## src/rtl/fallPkg.sv

```systemverilog
`default_nettype none

package fallPkg;

	typedef logic [7:0] charCode; // 0 never holds a real character
	typedef logic [3:0] rowPos;
	typedef logic [2:0] laneIdx;
	typedef logic [1:0] levelIdx;
	typedef logic [3:0] bcdDigit;

	typedef enum logic [1:0] {stIdle, stPlay, stWon, stLost} gameState;

	localparam int laneCount = 8;
	localparam rowPos floorRow = 4'd12; // a character past this row is a miss
	localparam int levelCount = 3;
	localparam logic [2:0] chanceInit = 3'd3;

	// indexed by level
	localparam logic [3:0] levelTarget [levelCount] = '{4'd4, 4'd5, 4'd6};
	localparam logic [3:0] tickPeriod [levelCount] = '{4'd8, 4'd6, 4'd4}; // clocks per row

endpackage

`default_nettype wire

```

## src/rtl/deepestLane.sv

```systemverilog
`timescale 1ns/1ps
`default_nettype none

module deepestLane
(
	input logic [fallPkg::laneCount-1:0] laneBusy,
	input fallPkg::rowPos [fallPkg::laneCount-1:0] laneRow,
	input fallPkg::charCode [fallPkg::laneCount-1:0] laneCode,
	output fallPkg::laneIdx deepestLaneIdx,
	output fallPkg::charCode deepestCode,
	output logic anyLane
);

	fallPkg::rowPos bestRow;

	always_comb
	begin
		anyLane = 1'b0;
		bestRow = '0;
		deepestLaneIdx = '0;
		for (int i = 0; i < fallPkg::laneCount; i++)
		begin
			// strict compare so the lowest index wins a tie
			if (laneBusy[i] && (!anyLane || laneRow[i] > bestRow))
			begin
				anyLane = 1'b1;
				bestRow = laneRow[i];
				deepestLaneIdx = fallPkg::laneIdx'(i);
			end
		end
	end

	assign deepestCode = anyLane ? laneCode[deepestLaneIdx] : '0;

endmodule

`default_nettype wire

```

## src/rtl/fallTicker.sv

```systemverilog
`timescale 1ns/1ps
`default_nettype none

module fallTicker
(
	input logic clk,
	input logic pause,
	input fallPkg::gameState state,
	input fallPkg::levelIdx level,
	input logic levelClear,
	output logic tick
);

	logic [3:0] count;

	always_ff @(posedge clk or negedge pause)
	begin
		if (!pause)
		begin
			count <= '0;
			tick <= 1'b0;
		end
		else if (state != fallPkg::stPlay || levelClear)
		begin
			count <= '0; // new level starts a fresh period
			tick <= 1'b0;
		end
		else if (count == fallPkg::tickPeriod[level] - 4'd1)
		begin
			count <= '0;
			tick <= 1'b1;
		end
		else
		begin
			count <= count + 4'd1;
			tick <= 1'b0;
		end
	end

endmodule

`default_nettype wire

```

## src/rtl/fallTop.sv

```systemverilog
`timescale 1ns/1ps
`default_nettype none

module fallTop
(
	input logic clk,
	input logic pause,
	input logic start,
	input logic spawnValid,
	input fallPkg::charCode spawnCode,
	input fallPkg::laneIdx spawnLane,
	input logic keyValid,
	input fallPkg::charCode keyCode,
	output logic spawnReady,
	output logic keyReady,
	output fallPkg::charCode deepestCode,
	output logic [fallPkg::laneCount-1:0] laneBusy,
	output fallPkg::bcdDigit [2:0] scoreDigits,
	output logic [2:0] chancesLeft,
	output logic [3:0] targetLeft,
	output fallPkg::levelIdx level,
	output logic won,
	output logic lost
);

	fallPkg::gameState state;
	logic levelClear;
	logic tick;
	fallPkg::rowPos [fallPkg::laneCount-1:0] laneRow;
	fallPkg::charCode [fallPkg::laneCount-1:0] laneCode;
	fallPkg::laneIdx deepestLaneIdx;
	logic anyLane;
	logic spawnFire;
	logic hitFire;
	logic hit;
	logic miss;
	logic [1:0] missCount;
	logic placed;

	assign keyReady = state == fallPkg::stPlay;
	assign spawnReady = keyReady && targetLeft != 4'd0
		&& !(placed && targetLeft == 4'd1); // pending placement takes the last slot
	assign spawnFire = spawnValid && spawnReady;
	assign hitFire = keyValid && keyReady && anyLane && keyCode == deepestCode; // wrong keys just drop

	fallTicker fallTicker_i (
		.clk(clk), .pause(pause), .state(state), .level(level),
		.levelClear(levelClear), .tick(tick)
	);

	deepestLane deepestLane_i (
		.laneBusy(laneBusy), .laneRow(laneRow), .laneCode(laneCode),
		.deepestLaneIdx(deepestLaneIdx), .deepestCode(deepestCode), .anyLane(anyLane)
	);

	laneTable laneTable_i (
		.clk(clk), .pause(pause), .tick(tick), .levelClear(levelClear),
		.spawnFire(spawnFire), .spawnCode(spawnCode), .spawnLane(spawnLane),
		.hitFire(hitFire), .hitLane(deepestLaneIdx),
		.laneBusy(laneBusy), .laneRow(laneRow), .laneCode(laneCode),
		.hit(hit), .miss(miss), .missCount(missCount), .placed(placed)
	);

	scoreKeeper scoreKeeper_i (
		.clk(clk), .pause(pause), .start(start),
		.hit(hit), .miss(miss), .missCount(missCount), .placed(placed),
		.state(state), .level(level), .levelClear(levelClear),
		.chancesLeft(chancesLeft), .targetLeft(targetLeft),
		.scoreDigits(scoreDigits), .won(won), .lost(lost)
	);

endmodule

`default_nettype wire

```

## src/rtl/laneTable.sv

```systemverilog
`timescale 1ns/1ps
`default_nettype none

module laneTable
(
	input logic clk,
	input logic pause,
	input logic tick,
	input logic levelClear,
	input logic spawnFire,
	input fallPkg::charCode spawnCode,
	input fallPkg::laneIdx spawnLane,
	input logic hitFire,
	input fallPkg::laneIdx hitLane,
	output logic [fallPkg::laneCount-1:0] laneBusy,
	output fallPkg::rowPos [fallPkg::laneCount-1:0] laneRow,
	output fallPkg::charCode [fallPkg::laneCount-1:0] laneCode,
	output logic hit,
	output logic miss,
	output logic [1:0] missCount,
	output logic placed
);

	logic [fallPkg::laneCount-1:0] nextBusy;
	fallPkg::rowPos [fallPkg::laneCount-1:0] nextRow;
	fallPkg::charCode [fallPkg::laneCount-1:0] nextCode;
	logic [3:0] missSum;
	logic doPlace;

	// removal, then fall, then spawn
	always_comb
	begin
		nextBusy = laneBusy;
		nextRow = laneRow;
		nextCode = laneCode;
		missSum = '0;
		doPlace = 1'b0;
		if (hitFire)
			nextBusy[hitLane] = 1'b0;
		if (tick)
		begin
			for (int i = 0; i < fallPkg::laneCount; i++)
			begin
				if (nextBusy[i] && laneRow[i] == fallPkg::floorRow)
				begin
					nextBusy[i] = 1'b0;
					missSum = missSum + 4'd1;
				end
				else if (nextBusy[i])
					nextRow[i] = laneRow[i] + 4'd1;
			end
		end
		if (spawnFire && !laneBusy[spawnLane]) // busy before this edge means dropped
		begin
			nextBusy[spawnLane] = 1'b1;
			nextRow[spawnLane] = '0;
			nextCode[spawnLane] = spawnCode;
			doPlace = 1'b1;
		end
	end

	always_ff @(posedge clk or negedge pause)
	begin
		if (!pause)
		begin
			laneBusy <= '0;
			hit <= 1'b0;
			miss <= 1'b0;
			missCount <= '0;
			placed <= 1'b0;
		end
		else if (levelClear)
		begin
			laneBusy <= '0; // board wiped for the next level
			hit <= 1'b0;
			miss <= 1'b0;
			missCount <= '0;
			placed <= 1'b0;
		end
		else
		begin
			laneBusy <= nextBusy;
			hit <= hitFire;
			miss <= missSum != 4'd0;
			missCount <= (missSum > 4'd3) ? 2'd3 : missSum[1:0];
			placed <= doPlace;
		end
	end

	always_ff @(posedge clk)
	begin
		laneRow <= nextRow;
		laneCode <= nextCode;
	end

endmodule

`default_nettype wire

```

## src/rtl/scoreKeeper.sv

```systemverilog
`timescale 1ns/1ps
`default_nettype none

module scoreKeeper
(
	input logic clk,
	input logic pause,
	input logic start,
	input logic hit,
	input logic miss,
	input logic [1:0] missCount,
	input logic placed,
	output fallPkg::gameState state,
	output fallPkg::levelIdx level,
	output logic levelClear,
	output logic [2:0] chancesLeft,
	output logic [3:0] targetLeft,
	output fallPkg::bcdDigit [2:0] scoreDigits,
	output logic won,
	output logic lost
);

	logic [3:0] resolved; // hits plus misses in this level
	logic [3:0] resolvedNext;
	logic [2:0] missAmt;
	logic [2:0] chancesNext;
	fallPkg::bcdDigit [2:0] scoreNext;
	logic carry;
	logic levelDone;
	logic lastLevel;
	fallPkg::levelIdx nextLevel;

	always_comb
	begin
		missAmt = miss ? {1'b0, missCount} : 3'd0;
		resolvedNext = resolved + {3'b000, hit} + {1'b0, missAmt};
		chancesNext = (missAmt >= chancesLeft) ? 3'd0 : chancesLeft - missAmt;
		scoreNext = scoreDigits;
		carry = 1'b1;
		for (int d = 0; d < 3; d++)
		begin
			if (carry && scoreDigits[d] == 4'd9)
				scoreNext[d] = 4'd0; // 999 rolls over to 000
			else if (carry)
			begin
				scoreNext[d] = scoreDigits[d] + 4'd1;
				carry = 1'b0;
			end
		end
	end

	assign levelDone = resolvedNext >= fallPkg::levelTarget[level];
	assign lastLevel = level == fallPkg::levelIdx'(fallPkg::levelCount - 1);
	assign nextLevel = level + 2'd1;
	assign levelClear = state == fallPkg::stPlay && levelDone && chancesNext != 3'd0;
	assign won = state == fallPkg::stWon;
	assign lost = state == fallPkg::stLost;

	always_ff @(posedge clk or negedge pause)
	begin
		if (!pause)
		begin
			state <= fallPkg::stIdle;
			level <= '0;
			chancesLeft <= '0;
			targetLeft <= '0;
			resolved <= '0;
			scoreDigits <= '0;
		end
		else
		begin
			case (state)
				fallPkg::stIdle:
				begin
					if (start)
					begin
						state <= fallPkg::stPlay;
						level <= '0;
						chancesLeft <= fallPkg::chanceInit;
						targetLeft <= fallPkg::levelTarget[0];
						resolved <= '0;
						scoreDigits <= '0;
					end
				end
				fallPkg::stPlay:
				begin
					if (hit)
						scoreDigits <= scoreNext;
					if (placed)
						targetLeft <= targetLeft - 4'd1;
					if (chancesNext == 3'd0)
					begin
						chancesLeft <= 3'd0;
						state <= fallPkg::stLost;
					end
					else if (levelDone)
					begin
						resolved <= '0;
						if (lastLevel)
							state <= fallPkg::stWon;
						else
						begin
							level <= nextLevel;
							chancesLeft <= fallPkg::chanceInit;
							targetLeft <= fallPkg::levelTarget[nextLevel];
						end
					end
					else
					begin
						chancesLeft <= chancesNext;
						resolved <= resolvedNext;
					end
				end
				default: state <= state; // won and lost hold until reset
			endcase
		end
	end

endmodule

`default_nettype wire

```

## config.mk

```make
export PLATFORM = sky130hd
export DESIGN_NAME = fallTop
export DESIGN_NICKNAME = d
export VERILOG_FILES = /design/src/rtl/fallPkg.sv /design/src/rtl/deepestLane.sv /design/src/rtl/fallTicker.sv /design/src/rtl/fallTop.sv /design/src/rtl/laneTable.sv /design/src/rtl/scoreKeeper.sv
export SDC_FILE = /design/constraint.sdc
export NUM_CORES = 1
export LEC_CHECK = 0
export BUFFER_PORTS_ARGS = -buffer_cell sky130_fd_sc_hd__buf_2
export CORE_MARGIN = 2
export CORE_UTILIZATION = 50
export CTS_CLUSTER_SIZE = 12
export DETAILED_ROUTE_END_ITERATION = 10
export GPL_TIMING_DRIVEN = 1
export PLACE_DENSITY_LB_ADDON = 0.08
export RECOVER_POWER = 25
export SLEW_MARGIN = 20
export SYNTH_ARGS = -nofsm -noshare
export SYNTH_HDL_FRONTEND = slang
export SYNTH_SLANG_ARGS = --single-unit
```

## constraint.sdc

```tcl
create_clock -name clk -period 38.3 [get_ports clk]
set_input_delay 11.49 -clock clk [delete_from_list [all_inputs] [get_ports clk]]
set_output_delay 11.49 -clock clk [all_outputs]
set_load 0.1 [all_outputs]
```

==> results.md, run 1 <==
- Failing checks: max-capacitance violations, max-slew violations
- Post-detailed-route wirelength per cell: 18.3 µm
- Sequential cell fraction of total power: 22.4%
- Clk_lat worst skew: 0.43 ns
- DRT Wirelength: 22.9 mm
- Clock input transition at the sequential cells of the worst setup and hold paths: 0.06 ns
- # port buffers: 64
- Root buffer cell: clkbuf_16
- Cells after Synth: 951
- RSZ-0062 raised after global routing: no
- Max Slew Vio Count: 46
- CTS sink count: 141
- Max-Cap Viols: 1
- Rows: 48
- Switching Fraction: 53.7%
- H-Tree Depth: 4
- Post-cts hold buffer count: 0
- Worst Path Buf+Inv: 3
- Hold/Removal Path Class: reg2reg
- Max Freq: 0.0412 GHz
- Synth cell types: 82
- Ys async rst share: 31.9%
- Largest net degree at the start of global routing: 46
- Avg Inst Size Synth: between 9 and 10 µm²
- # resized after CTS: 0
- Routed Antenna Nets: 0
- Layout cells sized above 1: 12.8%
- Worst setup SP type: register
- Fillers: ~1600
- Final min period: 24.27 ns
- Peak supply drop: between 0.09 and 0.1 mV
- CP arrival: 12.78 ns
- Slowest stage delay, CP: roughly 0.8 ns
- Number of global-route vias before repair: ~7000
- Crit path top cell by count: a21oi_1
- Critical path class: reg2out
- Combinational share of power: 58.6%
- Post-route DRC: 0
- Fin Clk Skew: 0.0110 ns
- Worst slew margin relative to its limit: -71.8%
- CTS tree: built
- I/O pins: 65
- Seq/Total Area, Yosys: 41.2%
- Net Sw Power: between 0.0004 and 0.0005 W
- Fin. Hold Viols: 0
- PD cells: roughly 85 nW/µm²
- Cell-internal power: 0.000398 W
- Placer Congestion: 0.843
- Crit path max fanout: 15
- Num CTS Buffers: 17
- Mapped Nets: 1051
- Final setup vio count: 0
- DR vias/cell: 5.89
- Outcome: complete, but fails checks
- Worst hold margin: roughly 0.5 ns
- Synthesized cell area: just under 9000 µm²
- Clock share of power: about a fifth
- Setup TNS: 0 ns
- Worst Setup End Kind: output port
- DP HPWL: 17.2 mm
- Post-synth EDFFs: 64
- ANT cells: 0
- Post-CTS Setup Bufs: 0
- First-pass GRT wire length: 35.7 mm
- DIE HEIGHT: 138 µm
- Seq cells post-synth: about 140
- Drt pass-1 iters: 5
- Pleak: 4.23 nW
- Die area: 19000 µm²
- Grt ovf: 0
- Nets: 1118
- Core ar.: 17400 µm²
- CP delay by family, top: compound AO/OA/AOI/OAI gates
- Die X: 138 µm
- Final worst-path cycle share: 63.4%
- DR iter-0 viols: roughly 540
- Crit-path slowest cell: o311ai_2
- Worst Path Required: 26.81 ns
- Worst-Margin Slew: 2.58 ns
- Synth warn: 0
- Top_reg_cell synth: edfxtp_1
- Area Growth Syn to Fin: 12.6%
- Vias: 7403
- Starting Density: around half
- Initial antenna violation count: 0
- All-Layer GR Usage: around 25%
- Max Buffers Root-to-Sink: 2
==> registers in the layout (all words and copies together), names as in the netlist <==
name / flops
fallTicker_i.count: 4
scoreKeeper_i.state: 2
laneTable_i.placed: 1
scoreKeeper_i.chancesLeft: 3
laneTable_i.laneRow: 32
scoreKeeper_i.targetLeft: 4
laneTable_i.hit: 1
laneTable_i.missCount: 2
laneTable_i.miss: 1
fallTicker_i.tick: 1
scoreKeeper_i.scoreDigits: 12
scoreKeeper_i.level: 2
scoreKeeper_i.resolved: 4
laneTable_i.laneBusy: 8
laneTable_i.laneCode: 64
==> Yosys cell counts, types with 7 or more instances <==
library cell / n / share of area [%]
o21ai_0: 54 / 3.0
and3_1: 13 / 0.91
nand4_1: 22 / 1.5
nand2b_1: 11 / 0.77
mux2_2: 12 / 1.5
o221ai_1: 7 / 0.69
nor2_1: 96 / 4.0
nand3_1: 42 / 2.3
and4_1: 7 / 0.69
a21oi_1: 60 / 3.4
inv_1: 69 / 2.9
nor2b_1: 15 / 1.0
o21a_1: 9 / 0.76
xnor2_1: 18 / 1.8
nor3_1: 28 / 1.6
and2_1: 10 / 0.70
dfrtp_1: 45 / 13
mux2i_1: 22 / 2.5
o211ai_1: 10 / 0.84
clkbuf_1: 13 / 0.55
nand2_1: 87 / 3.7
dfxtp_1: 32 / 7.2
ha_1: 73 / 10
a211oi_1: 11 / 0.92
edfxtp_1: 64 / 21
==> final cells by class <==
class,instances,area (µm²),area share [%]
sequential,141,3690,36.6
tap,225,282,2.79
inverter,69,259,2.57
timing repair buffer,69,347,3.44
clock buffer,20,437,4.33
multi-input combinational,720,4930,48.9
clock inverter,12,135,1.34
==> logic make-up after synthesis <==
| group | after synthesis | synth area share [%] |
|---|---|---|
| simple gates | 362 | 20.1 |
| compound gates | 222 | 17.2 |
| flops | 141 | 41.2 |
| buf+inv | 90 | 3.93 |
| fa+ha+maj | 76 | 10.9 |
| mux | 35 | 4.10 |
| xor+xnor | 25 | 2.60 |
==> path summary, 6_finish.rpt <==
check                                              from                         to  slack (ns)  cells past startpoint
worst max register to register  laneTable_i.laneBusy[0]           laneTable_i.miss       20.23                     74
max in group asynchronous                         pause    laneTable_i.laneBusy[2]       24.96                      1
worst min-delay path              fallTicker_i.count[0]      fallTicker_i.count[0]        0.50                      1
worst max-delay path            laneTable_i.laneBusy[0]             deepestCode[7]       14.03                     47
min in group asynchronous                         pause  scoreKeeper_i.resolved[3]       11.86                      1
worst min register to register    fallTicker_i.count[0]      fallTicker_i.count[0]        0.50                      1
==> power groups by stage <==
| stage | registers (W) | clock network [W] | logic, W |
|---|---|---|---|
| after global routing | 0.000195 | 0.000173 | 0.000536 |
| after CTS | 0.000192 | 0.000166 | 0.000501 |
| after floorplan | 0.000246 | 0 | 0.000348 |
| after detailed placement | 0.000195 | 0 | 0.000498 |
| final | 0.000192 | 0.000163 | 0.000503 |
| after global placement | 0.000195 | 0 | 0.000497 |
==> cells in the final DEF, fill, tap and decap left out, types with 4 or more instances in the layout <==
cell type | Yosys | layout
a21oi_1 | 60 | 60
and4_1 | 7 | 7
and3_1 | 13 | 13
o31ai_1 | 6 | 6
nand3_1 | 42 | 42
o211ai_1 | 10 | 10
o41ai_1 | 4 | 4
nand4_1 | 22 | 22
o21ai_0 | 54 | 54
or3_1 | 4 | 4
a21o_1 | 6 | 6
clkbuf_16 | 0 | 17
o21a_1 | 9 | 9
inv_6 | 0 | 4
nor2_1 | 96 | 94
nand2b_1 | 11 | 11
ha_1 | 73 | 73
buf_2 | 5 | 55
xnor2_1 | 18 | 18
o221ai_1 | 7 | 7
xor2_1 | 6 | 6
inv_1 | 69 | 69
edfxtp_1 | 64 | 64
nor2b_1 | 15 | 15
nand3b_1 | 6 | 6
and2_1 | 10 | 9
dfxtp_1 | 32 | 32
mux2_2 | 12 | 12
buf_4 | 2 | 5
o2111ai_1 | 5 | 5
nor3_1 | 28 | 26
or2_2 | 6 | 5
clkbuf_1 | 13 | 12
mux2i_1 | 22 | 22
dfrtp_1 | 45 | 45
a211oi_1 | 11 | 11
nand2_1 | 87 | 87
==> stage by stage <==
stage                     power (W)  setup slack (ns)  area, µm²  std cells  utilization (%)
after CTS                  0.000859             14.14      10100       1256             57.9
final                      0.000859             14.03      10100       1256             57.8
after global placement     0.000692             14.88       9500       1224             54.6
after floorplan            0.000595             14.11       8950        951                -
after detailed placement   0.000693             14.59       9510       1224             54.6
after global routing       0.000903             12.96      10100       1256             57.8
==> routing by layer <==
| metal | track usage (%) | vias up | part of all wire, % |
|---|---|---|---|
| met3 | 4.53 | 26 | 4.7 |
| met4 | 6.41 | 0 | 1.5 |
| met1 | 35.0 | 3561 | 48 |
| met5 | 0 | - | 0 |
| met2 | 39.6 | 182 | 46 |
| li1 | - | 3634 | - |
No activity file was read; power rests on OpenSTA's default activity.
==> run 2: changes to the inputs <==
clock period = 21.4 ns   (was 38.3 ns; I/O delays follow)
==> results.md, run 2 (synthesized netlist as in run 1, its figures left out) <==
- DR iter-0 viols: 523 (-2.6%)
- Final min period: 19.18 ns
- Commonest non-fill, non-tap cell in the layout: nor2_1
- Sequential standard cell area: 3690 µm² (unchanged)
- Worst setup SP type: register
- Final worst-path cycle share: roughly nine tenths
- Net Sw Power: 0.000840 W (+82%)
- Area Growth Syn to Fin: 13.1%
- Grt ovf: 0 (unchanged)
- Metal2 WL: 10.5 mm (+0.57%)
- # resized after CTS: 0 (unchanged)
- Critical path class: reg2out
- I/O pins: 65 (unchanged)
- Initial antenna violation count: 0 (unchanged)
- Sequential cell fraction of total power: 22.1% (-0.3 points)
- Post-cts hold buffer count: 0 (unchanged)
- DIE HEIGHT: 138 µm (unchanged)
- Outcome: complete, but fails checks
- Fin. Hold Viols: 0 (unchanged)
- CTS tree: built
- Worst Path Required: 14.98 ns (-11.83 ns)
- Post-detailed-route wirelength per cell: 18.3 µm (+0.33%)
- Die X: 138 µm (unchanged)
- ANT cells: 0 (unchanged)
- Crit-path slowest cell: o311ai_2
- PD cells: 154 nW/µm² (+81%)
- Combinational share of power: 57.9% (-0.7 points)
- Clock input transition at the sequential cells of the worst setup and hold paths: 0.06 ns (about the same)
- Nets: 1118 (unchanged)
- Pleak: 4.26 nW (+0.53%)
- Switching Fraction: 53.9% (+0.24 points)
- Num CTS Buffers: 17 (unchanged)
- R2R depth: 73 (-1.4%)
- Area of the multi-input gates: 4920 µm² (about the same)
- Final setup vio count: 0 (unchanged)
- Core ar.: 17400 µm² (unchanged)
- Max reg flops: 64 (unchanged)
- Max Buffers Root-to-Sink: 2 (unchanged)
- RSZ-0062 raised after global routing: no
- Worst Setup End Kind: output port
- H-Tree Depth: 4 (unchanged)
- Met3 WL: 1.19 mm (+11%)
- Final design utilization: 58.1% (+0.25 points)
- Post-CTS Setup Bufs: 0 (unchanged)
- Largest Register: laneTable_i.laneCode
- # port buffers: 64 (unchanged)
- Clock share of power: 20.0% (+1.0 points)
- Routed length on met1: 11.0 mm (-0.83%)
- Number of global-route vias before repair: 6740 (-1.4%)
- Slowest stage delay, CP: 0.81 ns (about the same)
- First-pass GRT wire length: 35.7 mm (about the same)
- Post-route DRC: 0 (unchanged)
- Vias: 7389 (-0.19%)
- CP arrival: 12.76 ns (-0.02 ns)
- Die area: 19000 µm² (unchanged)
- DR vias/cell: 5.88 (-0.19%)
- Fillers: 1567 (+0.84%)
- Hold/Removal Path Class: reg2reg
- Fin Clk Skew: 0.0101 ns (-0.000857 ns)
- Hold path cells: 1 (unchanged)
- Largest regs: laneTable_i.laneCode (64), laneTable_i.laneRow (32), scoreKeeper_i.scoreDigits (12)
- Crit path max fanout: 15 (unchanged)
- DP HPWL: 17.2 mm (about the same)
- Starting Density: 51.4% (unchanged)
- Crit path top cell by count: a21oi_1
- Largest net degree at the start of global routing: 46 (unchanged)
- Design Area, Final: 10100 µm² (+0.43%)
- Placed Instance Area: 9510 µm² (unchanged)
- Setup TNS: 0 ns (unchanged)
- Layout cells sized above 1: 13.1% (+0.29 points)
- Max Slew Vio Count: 46 (unchanged)
- All-Layer GR Usage: 24.9% (about the same)
- Max-Cap Viols: 1 (unchanged)
- Drt pass-1 iters: 5 (unchanged)
- Routed Antenna Nets: 0 (unchanged)
- Cell-internal power: 0.000718 W (+80%)
- CTS sink count: 141 (unchanged)
- Worst-Margin Slew: 2.59 ns (+0.0106 ns)
- Rows: 48 (unchanged)
- Peak supply drop: 0.188 mV (+99%)
- Placer Congestion: 0.844 (about the same)
- Worst slew margin relative to its limit: -72.5% (-0.71 points)
- DRT Wirelength: 23.0 mm (+0.33%)
- Max Freq: between 0.05 and 0.06 GHz
- Root buffer cell: clkbuf_16
- Clk_lat worst skew: 0.43 ns (about the same)
- Top Layer Used: met4
- Failing checks: max-capacitance violations, max-slew violations
- Most frequent cells in the layout: nor2_1 (95), nand2_1 (87), ha_1 (73)
==> run 2: cell type report <==
class                      count  share of cell area (%)
inverter                      69                    2.56
clock buffer                  17                    4.20
clock inverter                15                    1.90
timing repair buffer          69                    3.43
tap                          225                    2.78
multi-input combinational    720                    48.7
sequential                   141                    36.5
==> run 2: worst paths after layout <==
check / start / end / slack, ns
setup / recovery: laneTable_i.laneBusy[0] / deepestCode[2] / 2.22
hold / removal: fallTicker_i.count[0] / fallTicker_i.count[0] / 0.50
setup reg to reg: laneTable_i.laneBusy[0] / laneTable_i.miss / 3.49
hold reg to reg: fallTicker_i.count[0] / fallTicker_i.count[0] / 0.50
max in group asynchronous: pause / scoreKeeper_i.scoreDigits[8] / 13.14
min in group asynchronous: pause / scoreKeeper_i.resolved[3] / 6.79
==> run 2: power groups by stage <==
stage / registers (W) / clock network, W / logic [W]
after floorplan: 0.000441 / 0 / 0.000624
after global placement: 0.000349 / 0 / 0.000889
after detailed placement: 0.000349 / 0 / 0.000894
after CTS: 0.000343 / 0.000317 / 0.000898
after global routing: 0.000348 / 0.000327 / 0.000961
final: 0.000344 / 0.000311 / 0.000902
==> run 2: worst max-delay path, delay by kind of cell (launching register included) <==
family                   cells  cell delay (ns)
AO/OA/AOI/OAI               21             5.65
adder cells (fa/ha/maj)      7             2.14
buffers and inverters        3             0.63
flip-flops                   1             0.58
multiplexers                 2             0.58
AND/OR/NAND/NOR             13             2.73
==> run 2: layer usage <==
layer  GRT usage [%]  vias to the layer above
met3            4.12                       21
li1                -                     3630
met4            7.82                        0
met1            34.8                     3541
met2            39.5                      197
met5               0                        -
==> run 2: per-stage QoR <==
step,total power [W],hold WS (ns),setup WS [ns],instances
6_report,0.00156,0.501,2.22,1256
4_1_cts,0.00156,0.502,2.24,1256
2_1_floorplan,0.00106,0.451,2.28,951
5_1_grt,0.00164,0.534,1.07,1256
3_5_place_dp,0.00124,0.487,2.70,1224
3_3_place_gp,0.00124,0.495,3.05,1224
==> run 3: changes to the inputs <==
--- a/config.mk
+++ b/config.mk
@@ -7,4 +7,5 @@
 export LEC_CHECK = 0
 export BUFFER_PORTS_ARGS = -buffer_cell sky130_fd_sc_hd__buf_2
+export CORE_ASPECT_RATIO = 1.2
 export CORE_MARGIN = 2
 export CORE_UTILIZATION = 50
==> constraint.sdc (replaced) <==
create_clock -name clk -period 21.4 [get_ports clk]
set_input_delay 0 -clock clk [delete_from_list [all_inputs] [get_ports clk]]
set_output_delay 0 -clock clk [all_outputs]
set_load 0.1 [all_outputs]
==> results.md, run 3 (synthesized netlist as in run 1, its figures left out) <==
- Outcome: complete, but fails checks
- Worst slew margin relative to its limit: -65.7% (+6.8 points)
- Drt pass-1 iters: 6 (+1)
- I/O pins: 65 (unchanged)
- Hold path endpoint: scoreKeeper_i.targetLeft[1]
- Commonest non-fill, non-tap cell in the layout: nor2_1
- Final min period: 17.89 ns (-1.28 ns)
- PD cells: 152 nW/µm² (-1.3%)
- Dpl cells: 1224 (unchanged)
- Sequential standard cell area: 3690 µm² (unchanged)
- PnR worst setup slack: 3.51 ns (+1.28 ns)
- Root buffer cell: clkbuf_16
- Starting Density: 51.1% (-0.26 points)
- Overall power: 0.00155 W (-0.39%)
- CTS tree: built
- Fin. Hold Viols: 0 (unchanged)
- Area Growth Syn to Fin: 14.2%
- Initial antenna violation count: 0 (unchanged)
- First-pass GRT wire length: 36.6 mm (+2.6%)
- Post-CTS Setup Bufs: 0 (unchanged)
- Most frequent cells in the layout: nor2_1 (96), nand2_1 (87), ha_1 (73)
- Post-route DRC: 0 (unchanged)
- Fillers: 1592 (+1.6%)
- Pleak: 4.29 nW (+0.75%)
- # port buffers: 64 (unchanged)
- Reg2reg setup slack: 3.51 ns (+0.02 ns)
- Die area: 19000 µm² (about the same)
- Hold path cells: 4 (+3)
- RSZ-0062 raised after global routing: no
- # resized after CTS: 0 (unchanged)
- Crit path max fanout: 18 (+3)
- CTS sink count: 141 (unchanged)
- Reg2reg end: laneTable_i.miss
- Largest regs: laneTable_i.laneCode (64), laneTable_i.laneRow (32), scoreKeeper_i.scoreDigits (12)
- DP HPWL: 17.2 mm (about the same)
- Clock input transition at the sequential cells of the worst setup and hold paths: 0.06 ns (about the same)
- Die X: 126 µm (-8.5%)
- Slowest stage delay, CP: 0.75 ns (-0.06 ns)
- Peak supply drop: 0.170 mV (-9.5%)
- DR vias/cell: 5.88 (about the same)
- DRT Wirelength: 22.9 mm (-0.60%)
- Final std cells w/o fill: 1267 (+0.88%)
- CP arrival: 18.18 ns (+5.42 ns)
- Critical path class: reg2reg
- Largest Register: laneTable_i.laneCode
- All-Layer GR Usage: 24.7% (-0.19 points)
- Area of the multi-input gates: 4910 µm² (-0.28%)
- Max-Cap Viols: 1 (unchanged)
- Crit path top cell by count: ha_1
- Largest net degree at the start of global routing: 46 (unchanged)
- Worst setup SP type: register
- DIE HEIGHT: 151 µm (+9.3%)
- DR iter-0 viols: 556 (+6.3%)
- Post-detailed-route wirelength per cell: 18.0 µm (-1.5%)
- Layout cells sized above 1: 12.9% (-0.19 points)
- Worst Path Required: 21.69 ns (+6.71 ns)
- Worst-Margin Slew: 2.49 ns (-0.102 ns)
- Crit-path slowest cell: nor2_1
- Num CTS Buffers: 17 (unchanged)
- Nets: 1133 (+1.3%)
- R2R depth: 74 (+1.4%)
- Fin Clk Skew: 0.0106 ns (+0.000483 ns)
- Rows: 53 (+10%)
- H-Tree Depth: 4 (unchanged)
- Final worst-path cycle share: 83.6% (-6.0 points)
- Met2 usage: 42.8% (+3.4 points)
- Vias: 7450 (+0.83%)
- Worst Setup End Kind: register
- GRT Max-Usage Layer: met2
- Worst flop-to-flop path startpoint: laneTable_i.laneBusy[0]
- Core ar.: 17500 µm² (+0.52%)
- Placer Congestion: 0.838 (-0.71%)
- Clk_lat worst skew: 0.43 ns (about the same)
- Final setup vio count: 0 (unchanged)
- Failing checks: max-capacitance violations, max-slew violations
- Setup TNS: 0 ns (unchanged)
- Max reg flops: 64 (unchanged)
- Max Freq: 0.0559 GHz (+7.2%)
- Grt ovf: 0 (unchanged)
- Pre-CTS setup slack: 3.55 ns (+0.844 ns)
- Hold/Removal Path Class: in2reg
- Max Buffers Root-to-Sink: 2 (unchanged)
- Routed Antenna Nets: 0 (unchanged)
- Number of global-route vias before repair: 7139 (+5.9%)
- Met1 GRT Util: 30.7% (-4.2 points)
- Met3 usage: 4.23% (+0.11 points)
- Hold path start: start
- Max Slew Vio Count: 46 (unchanged)
-- run 3: how the worst max path moves through the flow --
| stage | start | end |
|---|---|---|
| floorplan | laneTable_i.laneBusy[0] | laneTable_i.miss |
| global placement | laneTable_i.laneBusy[0] | laneTable_i.miss |
| detailed placement | laneTable_i.laneBusy[0] | laneTable_i.miss |
| CTS | laneTable_i.laneBusy[0] | laneTable_i.miss |
| global route | laneTable_i.laneBusy[0] | laneTable_i.miss |
| finish | laneTable_i.laneBusy[0] | laneTable_i.miss |
-- run 3: report_power, final --
| group | leakage [nW] | switching (W) | total (W) | internal [W] |
|---|---|---|---|---|
| Sequential | 1.44 | 0.0000376 | 0.000343 | 0.000306 |
| Combinational | 2.58 | 0.000670 | 0.000908 | 0.000238 |
| Clock | 0.271 | 0.000118 | 0.000300 | 0.000182 |
-- run 3: layout make-up --
type / instances / share of cell area (%)
inverter: 69 / 2.54
timing repair buffer: 84 / 4.74
sequential: 141 / 36.1
clock inverter: 15 / 1.67
clock buffer: 17 / 4.16
antenna: 1 / 0.0245
tap: 220 / 2.69
multi-input combinational: 720 / 48.1
-- run 3: per-layer routing --
metal  vias up  part of all wire [%]
li1       3659                     -
met1      3546                    43
met2       200                    49
met3        45                   4.9
met4         0                   3.3
met5         -                     0
-- run 3: what timing repair did --
item | CTS | global route
hold buffers | 10 | 0
endpoints found under the setup margin | 0 | 0
endpoints found under the hold margin | 110 | 0
-- run 3: metrics by stage --
step,utilization [%],hold WS (ns),instance area (µm²)
6_report,58.4,0.0624,10200
5_1_grt,58.3,0.0691,10200
4_1_cts,58.4,0.0493,10200
3_5_place_dp,54.4,0.243,9530
3_3_place_gp,54.4,0.245,9530
2_1_floorplan,-,-0.296,8950
-- run 3: critical path, delay by kind of cell (launching register included) --
family | cells | cell delay, ns
AO/OA/AOI/OAI | 26 | 6.18
adder cells (fa/ha/maj) | 13 | 3.64
buffers and inverters | 4 | 0.39
flip-flops | 1 | 0.62
multiplexers | 2 | 0.63
AND/OR/NAND/NOR | 29 | 6.24
